File: src/design/hazardPkg.sv
package hazardPkg;

    ////////////////////
    // Primary opcodes
    ////////////////////
    localparam logic [5:0] opR      = 6'b000000;
    localparam logic [5:0] opOri    = 6'b001101;
    localparam logic [5:0] opLui    = 6'b001111;
    localparam logic [5:0] opLw     = 6'b100011;
    localparam logic [5:0] opSw     = 6'b101011;
    localparam logic [5:0] opBeq    = 6'b000100;
    localparam logic [5:0] opJ      = 6'b000010;
    localparam logic [5:0] opJal    = 6'b000011;
    // Custom branch-and-link, opcode all ones
    localparam logic [5:0] opBltzal = 6'b111111;

    // R-type function codes
    localparam logic [5:0] fnAdd = 6'b100000;
    localparam logic [5:0] fnSub = 6'b100010;
    localparam logic [5:0] fnJr  = 6'b001000;

    // Link register for jal and bltzal
    localparam logic [4:0] regLink = 5'd31;

    ////////////////////
    // Timing values
    ////////////////////
    // Shared scale for Tuse and Tnew, in cycles
    localparam logic [1:0] tZero = 2'd0;
    localparam logic [1:0] tOne  = 2'd1;
    localparam logic [1:0] tTwo  = 2'd2;

    // Forwarding source for a decode operand
    localparam logic [1:0] fwdNone = 2'b00;
    localparam logic [1:0] fwdE    = 2'b01;
    localparam logic [1:0] fwdM    = 2'b10;

    ////////////////////
    // Instruction views
    ////////////////////
    typedef struct packed {
        logic [5:0] op;
        logic [4:0] rs;
        logic [4:0] rt;
        logic [4:0] rd;
        logic [4:0] shamt;
        logic [5:0] funct;
    } rFormat;

    typedef struct packed {
        logic [5:0]  op;
        logic [4:0]  rs;
        logic [4:0]  rt;
        logic [15:0] imm;
    } iFormat;

    // Same 32-bit word, read as R-type or I-type
    typedef union packed {
        rFormat r;
        iFormat i;
    } instrWord;

endpackage

File: src/design/useDecoder.sv
`timescale 1ns/1ps

module useDecoder (
    input  hazardPkg::instrWord instrD,
    output logic [4:0]          numUseRs,
    output logic [4:0]          numUseRt,
    output logic [1:0]          tUseRs,
    output logic [1:0]          tUseRt
);
    import hazardPkg::*;

    // Register 0 as source means no use
    always_comb begin
        numUseRs = 5'd0;
        numUseRt = 5'd0;
        tUseRs   = tZero;
        tUseRt   = tZero;

        case (instrD.r.op)
            opR: begin
                case (instrD.r.funct)
                    fnAdd, fnSub: begin
                        // ALU needs both operands in execute
                        numUseRs = instrD.r.rs;
                        numUseRt = instrD.r.rt;
                        tUseRs   = tOne;
                        tUseRt   = tOne;
                    end
                    fnJr: begin
                        // Jump target consumed in decode
                        numUseRs = instrD.r.rs;
                        tUseRs   = tZero;
                    end
                    default: begin
                        numUseRs = 5'd0;
                    end
                endcase
            end

            opOri, opLw: begin
                numUseRs = instrD.i.rs;
                tUseRs   = tOne;
            end

            opSw: begin
                // Base in execute, store data not until memory
                numUseRs = instrD.i.rs;
                numUseRt = instrD.i.rt;
                tUseRs   = tOne;
                tUseRt   = tTwo;
            end

            opBeq: begin
                // Compared in decode
                numUseRs = instrD.i.rs;
                numUseRt = instrD.i.rt;
                tUseRs   = tZero;
                tUseRt   = tZero;
            end

            opBltzal: begin
                numUseRs = instrD.i.rs;
                tUseRs   = tZero;
            end

            // No register sources
            opLui, opJ, opJal: begin
                numUseRs = 5'd0;
            end

            default: begin
                numUseRs = 5'd0;
            end
        endcase
    end

endmodule

File: src/design/newDecoder.sv
`timescale 1ns/1ps

module newDecoder (
    input  hazardPkg::instrWord instrE,
    output logic [4:0]          numNewE,
    output logic [1:0]          tNewE
);
    import hazardPkg::*;

    // Destination and cycles left until the result exists
    always_comb begin
        numNewE = 5'd0;
        tNewE   = tZero;

        case (instrE.r.op)
            opR: begin
                if (instrE.r.funct == fnAdd || instrE.r.funct == fnSub) begin
                    numNewE = instrE.r.rd;
                    tNewE   = tOne;
                end
            end

            opOri, opLui: begin
                numNewE = instrE.i.rt;
                tNewE   = tOne;
            end

            opLw: begin
                // Data only after the memory stage
                numNewE = instrE.i.rt;
                tNewE   = tTwo;
            end

            opJal, opBltzal: begin
                // Return address already known
                numNewE = regLink;
                tNewE   = tZero;
            end

            default: begin
                numNewE = 5'd0;
                tNewE   = tZero;
            end
        endcase
    end

endmodule

File: src/design/producerTrack.sv
`timescale 1ns/1ps

module producerTrack (
    input  logic       clk,
    input  logic       reset,
    input  logic [4:0] numNewE,
    input  logic [1:0] tNewE,
    input  logic       regWriteE,
    output logic [4:0] numNewM,
    output logic [1:0] tNewM,
    output logic       regWriteM
);
    import hazardPkg::*;

    logic [1:0] tNewAged;

    // One cycle closer, saturating at zero
    always_comb begin
        if (tNewE == tZero) begin
            tNewAged = tZero;
        end else begin
            tNewAged = tNewE - tOne;
        end
    end

    ////////////////////
    // Memory-stage copy
    ////////////////////
    // Loads every cycle, the bubble on stall moves the producer along
    always_ff @(posedge clk) begin
        if (reset) begin
            numNewM   <= 5'd0;
            tNewM     <= tZero;
            regWriteM <= 1'b0;
        end else begin
            numNewM   <= numNewE;
            tNewM     <= tNewAged;
            regWriteM <= regWriteE;
        end
    end

endmodule

File: src/design/stallLogic.sv
`timescale 1ns/1ps

module stallLogic (
    input  logic [4:0] numUseRs,
    input  logic [4:0] numUseRt,
    input  logic [1:0] tUseRs,
    input  logic [1:0] tUseRt,
    input  logic [4:0] numNewE,
    input  logic [1:0] tNewE,
    input  logic       regWriteE,
    input  logic [4:0] numNewM,
    input  logic [1:0] tNewM,
    input  logic       regWriteM,
    output logic       stall
);

    // Consumer needs the value before the producer has it
    function automatic logic tooEarly(
        input logic [4:0] numUse,
        input logic [1:0] tUse,
        input logic [4:0] numNew,
        input logic [1:0] tNew,
        input logic       regWrite
    );
        logic match;
        match    = (numUse != 5'd0) && (numUse == numNew) && regWrite;
        tooEarly = match && (tUse < tNew);
    endfunction

    logic rsHazardE;
    logic rsHazardM;
    logic rtHazardE;
    logic rtHazardM;

    assign rsHazardE = tooEarly(numUseRs, tUseRs, numNewE, tNewE, regWriteE);
    assign rsHazardM = tooEarly(numUseRs, tUseRs, numNewM, tNewM, regWriteM);
    assign rtHazardE = tooEarly(numUseRt, tUseRt, numNewE, tNewE, regWriteE);
    assign rtHazardM = tooEarly(numUseRt, tUseRt, numNewM, tNewM, regWriteM);

    assign stall = rsHazardE | rsHazardM | rtHazardE | rtHazardM;

endmodule

File: src/design/forwardSelect.sv
`timescale 1ns/1ps

module forwardSelect (
    input  logic [4:0] numUseRs,
    input  logic [4:0] numUseRt,
    input  logic [4:0] numNewE,
    input  logic [1:0] tNewE,
    input  logic       regWriteE,
    input  logic [4:0] numNewM,
    input  logic [1:0] tNewM,
    input  logic       regWriteM,
    output logic [1:0] fwdRsD,
    output logic [1:0] fwdRtD
);
    import hazardPkg::*;

    // Execute first, it holds the younger result
    function automatic logic [1:0] pickSource(
        input logic [4:0] numUse,
        input logic [4:0] numE,
        input logic [1:0] tE,
        input logic       weE,
        input logic [4:0] numM,
        input logic [1:0] tM,
        input logic       weM
    );
        logic readyE;
        logic readyM;
        readyE = (numUse != 5'd0) && (numUse == numE) && weE && (tE == tZero);
        readyM = (numUse != 5'd0) && (numUse == numM) && weM && (tM == tZero);
        if (readyE) begin
            pickSource = fwdE;
        end else if (readyM) begin
            pickSource = fwdM;
        end else begin
            pickSource = fwdNone;
        end
    endfunction

    ////////////////////
    // Per-operand select
    ////////////////////
    assign fwdRsD = pickSource(numUseRs, numNewE, tNewE, regWriteE,
                               numNewM, tNewM, regWriteM);
    assign fwdRtD = pickSource(numUseRt, numNewE, tNewE, regWriteE,
                               numNewM, tNewM, regWriteM);

endmodule

File: src/design/hazardUnit.sv
`timescale 1ns/1ps

module hazardUnit (
    input  logic        clk,
    input  logic        reset,
    input  logic [31:0] instrD,
    input  logic [31:0] instrE,
    input  logic        regWriteE,
    output logic        pcWrite,
    output logic        ifIdEn,
    output logic        idExClr,
    output logic [1:0]  fwdRsD,
    output logic [1:0]  fwdRtD,
    output logic [4:0]  numUseRsD,
    output logic [4:0]  numUseRtD
);

    logic [4:0] numUseRs;
    logic [4:0] numUseRt;
    logic [1:0] tUseRs;
    logic [1:0] tUseRt;
    logic [4:0] numNewE;
    logic [1:0] tNewE;
    logic [4:0] numNewM;
    logic [1:0] tNewM;
    logic       regWriteM;
    logic       stall;

    ////////////////////
    // Decode and execute
    ////////////////////
    useDecoder u_useDecoder (
        .instrD   (instrD),
        .numUseRs (numUseRs),
        .numUseRt (numUseRt),
        .tUseRs   (tUseRs),
        .tUseRt   (tUseRt)
    );

    newDecoder u_newDecoder (
        .instrE  (instrE),
        .numNewE (numNewE),
        .tNewE   (tNewE)
    );

    // Producer one stage later
    producerTrack u_producerTrack (
        .clk       (clk),
        .reset     (reset),
        .numNewE   (numNewE),
        .tNewE     (tNewE),
        .regWriteE (regWriteE),
        .numNewM   (numNewM),
        .tNewM     (tNewM),
        .regWriteM (regWriteM)
    );

    ////////////////////
    // Decisions
    ////////////////////
    stallLogic u_stallLogic (
        .numUseRs  (numUseRs),
        .numUseRt  (numUseRt),
        .tUseRs    (tUseRs),
        .tUseRt    (tUseRt),
        .numNewE   (numNewE),
        .tNewE     (tNewE),
        .regWriteE (regWriteE),
        .numNewM   (numNewM),
        .tNewM     (tNewM),
        .regWriteM (regWriteM),
        .stall     (stall)
    );

    forwardSelect u_forwardSelect (
        .numUseRs  (numUseRs),
        .numUseRt  (numUseRt),
        .numNewE   (numNewE),
        .tNewE     (tNewE),
        .regWriteE (regWriteE),
        .numNewM   (numNewM),
        .tNewM     (tNewM),
        .regWriteM (regWriteM),
        .fwdRsD    (fwdRsD),
        .fwdRtD    (fwdRtD)
    );

    // Freeze fetch and decode, bubble into execute
    assign pcWrite = ~stall;
    assign ifIdEn  = ~stall;
    assign idExClr = stall;

    // Source numbers for the datapath forwarding muxes
    assign numUseRsD = numUseRs;
    assign numUseRtD = numUseRt;

endmodule

File: config.mk
export PLATFORM = sky130hd
export DESIGN_NAME = hazardUnit
export DESIGN_NICKNAME = d
export VERILOG_FILES = /design/src/design/hazardPkg.sv /design/src/design/useDecoder.sv /design/src/design/newDecoder.sv /design/src/design/producerTrack.sv /design/src/design/stallLogic.sv /design/src/design/forwardSelect.sv /design/src/design/hazardUnit.sv
export SDC_FILE = /design/constraint.sdc
export NUM_CORES = 1
export LEC_CHECK = 0
export ABC_AREA = 1
export BUFFER_PORTS_ARGS = -buffer_cell sky130_fd_sc_hd__buf_2
export CORE_AREA = 2 2 68 51
export DETAILED_ROUTE_END_ITERATION = 10
export DIE_AREA = 0 0 70 53
export PLACE_DENSITY = 0.87
export SETUP_SLACK_MARGIN = 0.02
export SYNTH_ARGS = -nofsm -noshare
export SYNTH_HDL_FRONTEND = slang
export SYNTH_SLANG_ARGS = --single-unit
File: constraint.sdc
create_clock -name clk -period 3.5 [get_ports clk]
set_input_delay 0 -clock clk [delete_from_list [all_inputs] [get_ports clk]]
set_output_delay 0 -clock clk [all_outputs]
set_load 0.01 [all_outputs]
Word-level counts from Yosys, hierarchy flattened
Index checks and enable logic that the tools add are counted.
{ "word_totals": {"regBits": 8, "latchBits": 0, "ram_bits": 0, "rom_bits": 0, "elab_cells": 78, "mem_count": 0} }
{ "classes": {"n_addsub": 1, "mul": 0, "n_div": 0, "magnitude_cmp": 4, "eq_ne": 19, "n_shift": 0, "n_mux": 15, "bitwise": 4, "reduce_logical": 32} }
{ "op_table": {"columns": ["op", "count"], "rows": [
  ["== test 6 bit, second input constant", 9],
  ["== test 6 x 4 -> 1 bit, second input constant", 4],
  ["== test 5 bit", 4],
  ["one-hot mux 5 bit (2 select lines)", 2],
  ["logical AND 1 bit", 16],
  ["2-to-1 mux 5 bit", 3],
  ["one-hot mux 5 bit (3 select lines)", 1],
  ["zero test 6 bit", 2],
  ["nonzero test 5 bit", 2],
  ["OR reduction 2 bit", 5],
  ["OR reduction 3 bit", 3],
  ["< comparator 2 bit", 4],
  ["2-to-1 mux 2 bit", 4],
  ["one-hot mux 2 bit (2 select lines)", 2],
  ["== test 6 x 2 -> 1 bit, second input constant", 1],
  ["== test 6 x 3 -> 1 bit, second input constant", 1],
  ["one-hot mux 2 bit (3 select lines)", 1],
  ["OR reduction 5 bit", 1],
  ["zero test 2 bit", 2],
  ["bitwise OR 1 bit", 3],
  ["2-to-1 mux 1 bit", 2],
  ["subtractor 2 x 1 -> 2 bit, second input constant", 1],
  ["logical OR 1 bit", 1],
  ["NOT 1 bit", 1]
]} }

Longest topological paths before layout
{ "depth": {"ltp_word": 12, "ltp_mapped": 16, "depth_no_buf": 15} }

Cells and area by module
A second synthesis with hierarchy kept.
{ "unflattened": {"cells_unflattened": 361, "hier_area_um2": 1778.0} }
{ "modules_own_cells": {"columns": ["mod", "instances", "cells_per_inst", "area_per_inst_um2"], "rows": [
  ["stallLogic", 1, 111, 505.5],
  ["forwardSelect", 1, 100, 434.2],
  ["useDecoder", 1, 80, 355.3],
  ["producerTrack", 1, 28, 246.5],
  ["newDecoder", 1, 40, 225.2],
  ["hazardUnit", 1, 2, 11.3]
]} }

Worst setup path before layout
No wires, ideal clock.
{ "synth_timing": {"kind": "input to output", "start": "input port instrD[2]", "end": "output port pcWrite", "arrival_time_ps": 1378, "required_ps": 3500, "slack_ps": 2122, "path_stages": 14, "path_buffers": 1, "cell_sequence": "nor2_1 > nand2_1 > nor2_1 > nand2_1 > nand3_2 > nand2_1 > inv_1 > nand2_1 > nand3_1 > nor2_1 > nand3_1 > nand3_1 > nor2_1 > buf_4"} }
{ "synth_via": {"elab_cells_between_ends": 38, "cone_classes": "order compare (4); eq/ne (7); mux (7); bitwise (4); reduce/logical (16)"} }
{ "synth_lines": {"columns": ["item", "line", "rtl"], "rows": [
  ["start, declared", "hazardUnit.sv:6", "input logic [31:0] instrD,"],
  ["== test 6 bit", "useDecoder.sv:21", "case (instrD.r.funct)"],
  ["OR reduction 2 bit *", null, null],
  ["2-to-1 mux 5 bit *", "useDecoder.sv:21", null],
  ["one-hot mux 5 bit (2 select lines) *", "useDecoder.sv:19", "case (instrD.r.op)"],
  ["net numUseRtD[2]", "hazardUnit.sv:15", "output logic [4:0] numUseRtD"],
  ["== test 5 bit / nonzero test 5 bit (equally long branches)", "stallLogic.sv:26", "match = (numUse != 5'd0) && (numUse == numNew) && regWrite;"],
  ["logical AND 1 bit (2 in series)", "stallLogic.sv:26", null],
  ["logical AND 1 bit", "stallLogic.sv:27", "tooEarly = match && (tUse < tNew);"],
  ["bitwise OR 1 bit", "stallLogic.sv:40", "assign stall = rsHazardE | rsHazardM | rtHazardE | rtHazardM;"],
  ["bitwise OR 1 bit *", "stallLogic.sv:40", null],
  ["NOT 1 bit *", null, null],
  ["end, declared", "hazardUnit.sv:9", "output logic pcWrite,"]
]} }
Mark *: on every way through the listed nets, which the timed path passes. The rest lies on a longest branch.

Worst setup path after layout
{ "layout_timing": {"start": "input port instrD[31]", "end": "output port ifIdEn"} }
{ "layout_via": {"elab_chain_len": 11, "elab_cells_between_ends": 39, "cone_classes": "order compare (4); eq/ne (9); mux (4); bitwise (4); reduce/logical (18)"} }
{ "layout_lines": {"columns": ["item", "line", "rtl"], "rows": [
  ["== test 6 x 4 -> 1 bit, or another cell as far along", "useDecoder.sv:19", null],
  ["OR reduction 5 bit (no line)", null, null],
  ["one-hot mux 5 bit (2 select lines)", "useDecoder.sv:19", null],
  ["== test 5 bit / nonzero test 5 bit (equally long branches)", "stallLogic.sv:26", null],
  ["logical AND 1 bit (2 in series)", "stallLogic.sv:26", null],
  ["logical AND 1 bit", "stallLogic.sv:27", null],
  ["bitwise OR 1 bit (2 in series)", "stallLogic.sv:40", null],
  ["bitwise OR 1 bit *", "stallLogic.sv:40", null],
  ["NOT 1 bit *", "hazardUnit.sv:90", "assign ifIdEn = ~stall;"],
  ["end, declared", "hazardUnit.sv:10", "output logic ifIdEn,"]
]} }
Every way passes the cells marked *; elsewhere a longest branch is shown, timed or not.

==> results.md <==
- Vias in the first global route: 1,435
- Sw Pwr: 0.101 mW
- Yosys warnings: 0
- Critical Path Fanout Max: 13
- # IOs: 84
- Reg area: 160 µm²
- Worst path required time: 3.50 ns
- Largest net degree at the start of global routing: 14
- WP data arrival: 1.72 ns
- Share of the synthesized area in the top cell type: 21.1%
- Drt first-iter violations: 96
- Crit-path slowest cell: nand2_2
- Total power: 0.315 mW
- WL final: 3550 µm
- Setup TNS: 0 ns
- Clock slew at reported path FFs: 0.04 ns
- Adder-cell area share of the yosys netlist: 2.67%
- DRT Pass-1 Iters: 4
- Die Y: 53 µm
- WL/cell: 9.57 µm
- Worst slew margin: 78.8%
- Largest family of logic cells by synthesized area: simple AND/OR/NAND/NOR gates
- Setup WS pre-CTS: 1.79 ns
- Synth top area cells: nand2_1 (21%), inv_1 (14%), nor2_1 (11%)
- Crit-path most repeated cell: nor2_1
- Synth Register Bits: 8
- Critical Path Start Type: primary input
- Post-route non-filler standard cell count: 371
- Initial Utilization: 46.6%
- First-pass GRT wire length: 6020 µm
- Sw frac: 32.0%
- Fmax: 580 MHz
- Most common cell after layout, fill and taps aside: nand2_1
- IO Port Bufs: 62
- Number of core rows: 17
- Post-route DRC: 0
- All-Layer GR Usage: 20.2%
- Most frequent cells in the layout: nand2_1 (79), buf_2 (62), inv_1 (53)
- Final min period: 1.72 ns
- Layout cells sized above 1: 29.7%
- Fin. max-slew vios: 0
- Min-delay worst type: primary input to flip-flop
- Final GP Congestion: 0.888
- Critical path class: primary input to output pin
- Max cap viols: 0
- Total core area: 3020 µm²
- Setup-failing EPs final: 0
- CTS Buf Count: 3
- Clock power frac: 34.1%
- Sequential-to-total area share from yosys stat: 11.4%
- Die Area: 3710 µm²
- Vias/cell: 4.72
- Vias: 1,752
- Area taken by multi-input logic gates: 1010 µm²
- Hold Vio Cnt, Final: 0
- Share of power burned in registers: 30.4%
- Initial antenna violation count: 0
- RSZ-0062 raised after global routing: no
- Int Power: 0.214 mW
- Worst-Margin Slew: 0.318 ns
- Post-Synth XOR/XNOR Area: 2.40%
- Final Net Count: 405
- Filler cells: 314
- Power Density: 175 nW/µm²
- Htree depth: 1
- Number of routed nets with antenna violations: 0
- Biggest area consumer among synthesized cells: nand2_1
- Ant diodes: 0
- Synth Area in Compound Gates: 4.36%
- Clock tree from TritonCTS: done
- Leakage: 1.19 nW
- Die Span X: 70 µm
- Synthesized instance count: 269
- Post-Syn Nets: 339
- Grt ovf: 0
- Post-CTS setup buffers: 0
- Clock sink total: 8
- Critical-path cell list: buf_2 -> nor2_4 -> nand3_2 -> nor2_2 -> nor2_2 -> nand2_2 -> nand2_1 -> nor2_1 -> inv_1 -> nand3_1 -> nor2_1 -> nand3_1 -> inv_1 -> nor2_1 -> buf_2
- VDD IR max: 0.149 mV
- Largest stage delay, worst path: 0.23 ns
- Layout area overhead: 27.7%
- Crit path capture type: output pin
- Gate power share: 35.6%
- Outcome: complete, no violations
- Clock Tree Root: clkbuf_8
- CTS Buffer Depth: 2
- Simple logic cell fraction of the synthesized area: 62.4%
- Post-DP HPWL: 3170 µm
- Syn Area/Cell: 5.23 µm²
- Synthesized area: 1410 µm²
- Synth cell types: 26
- # placed instances: 367
- Setup slack after layout: 1.78 ns
- Final Cycle Share: 49.3%
- Mux contribution to synthesized area: 0%
[cell type report]
type,count,area share (%)
Timing Repair Buffer,63,17.8
Multi-Input combinational cell,201,56.2
Tap cell,38,2.64
Inverter,58,12.1
Sequential cell,8,8.91
Clock buffer,3,2.30
[power groups by stage]
stage | registers (mW) | logic (mW) | clock network, mW
after global routing | 0.0956 | 0.127 | 0.116
final | 0.0955 | 0.112 | 0.107
after detailed placement | 0.0969 | 0.111 | 0
after CTS | 0.0954 | 0.112 | 0.112
after global placement | 0.0968 | 0.108 | 0
after floorplan | 0.0962 | 0.0646 | 0
[flip-flops by register name, summed over array words and instances (netlist names)]
name	count
u_producerTrack.regWriteM	1
u_producerTrack.numNewM	5
u_producerTrack.tNewM	2
[stage by stage]
step	hold WS, ns	utilization (%)	instance area (µm²)
after detailed placement	0.221	57.8	1750
after CTS	0.0517	59.5	1800
after global routing	0.0886	59.5	1800
after floorplan	0.0711	-	1410
after global placement	0.216	57.8	1750
final	0.0581	59.5	1800
[path summary, 6_finish.rpt]
| kind | startpoint | end | slack, ns | cells past startpoint |
|---|---|---|---|---|
| worst max-delay path | instrD[31] | ifIdEn | 1.78 | 15 |
| worst min-delay path | regWriteE | u_producerTrack.regWriteM | 0.06 | 3 |
[worst max-delay path: cells and delay by family]
kind,cells,cell delay [ns]
AND/OR/NAND/NOR,11,1.37
buffers and inverters,4,0.37
[synthesized netlist by cell type, drive strengths merged]
cell / instances
xnor2: 1
a21oi: 4
xor2: 2
or2: 2
clkinv: 1
o31ai: 2
nand2: 86
inv: 57
dfxtp: 8
buf: 2
nor3: 3
o21ai: 3
nor2: 57
nand4: 4
ha: 3
nand3: 34
[timing repair]
item                                   in CTS  in global routing
endpoints found under the hold margin       3                  0
setup endpoints to repair                   0                  0
hold buffers                                1                  0
gates resized for setup                     0                  0
[cell families (layout without fill, tap and decap cells)]
group | after synthesis | in the layout
AND/OR/NAND/NOR | 186 | 186
adder cells (fa/ha/maj) | 3 | 3
buffers and inverters | 60 | 124
AO/OA/AOI/OAI | 9 | 9
XOR/XNOR | 3 | 3
flip-flops | 8 | 8
[per-layer routing]
metal | global-route usage, % | part of all wire (%) | vias to the layer above
li1 | - | - | 945
met1 | 28.2 | 50 | 734
met2 | 33.0 | 41 | 73
met3 | 2.67 | 8.5 | 0
met4 | 5.13 | 0 | 0
met5 | 0 | 0 | -
No activity file was read; power rests on OpenSTA's default activity.
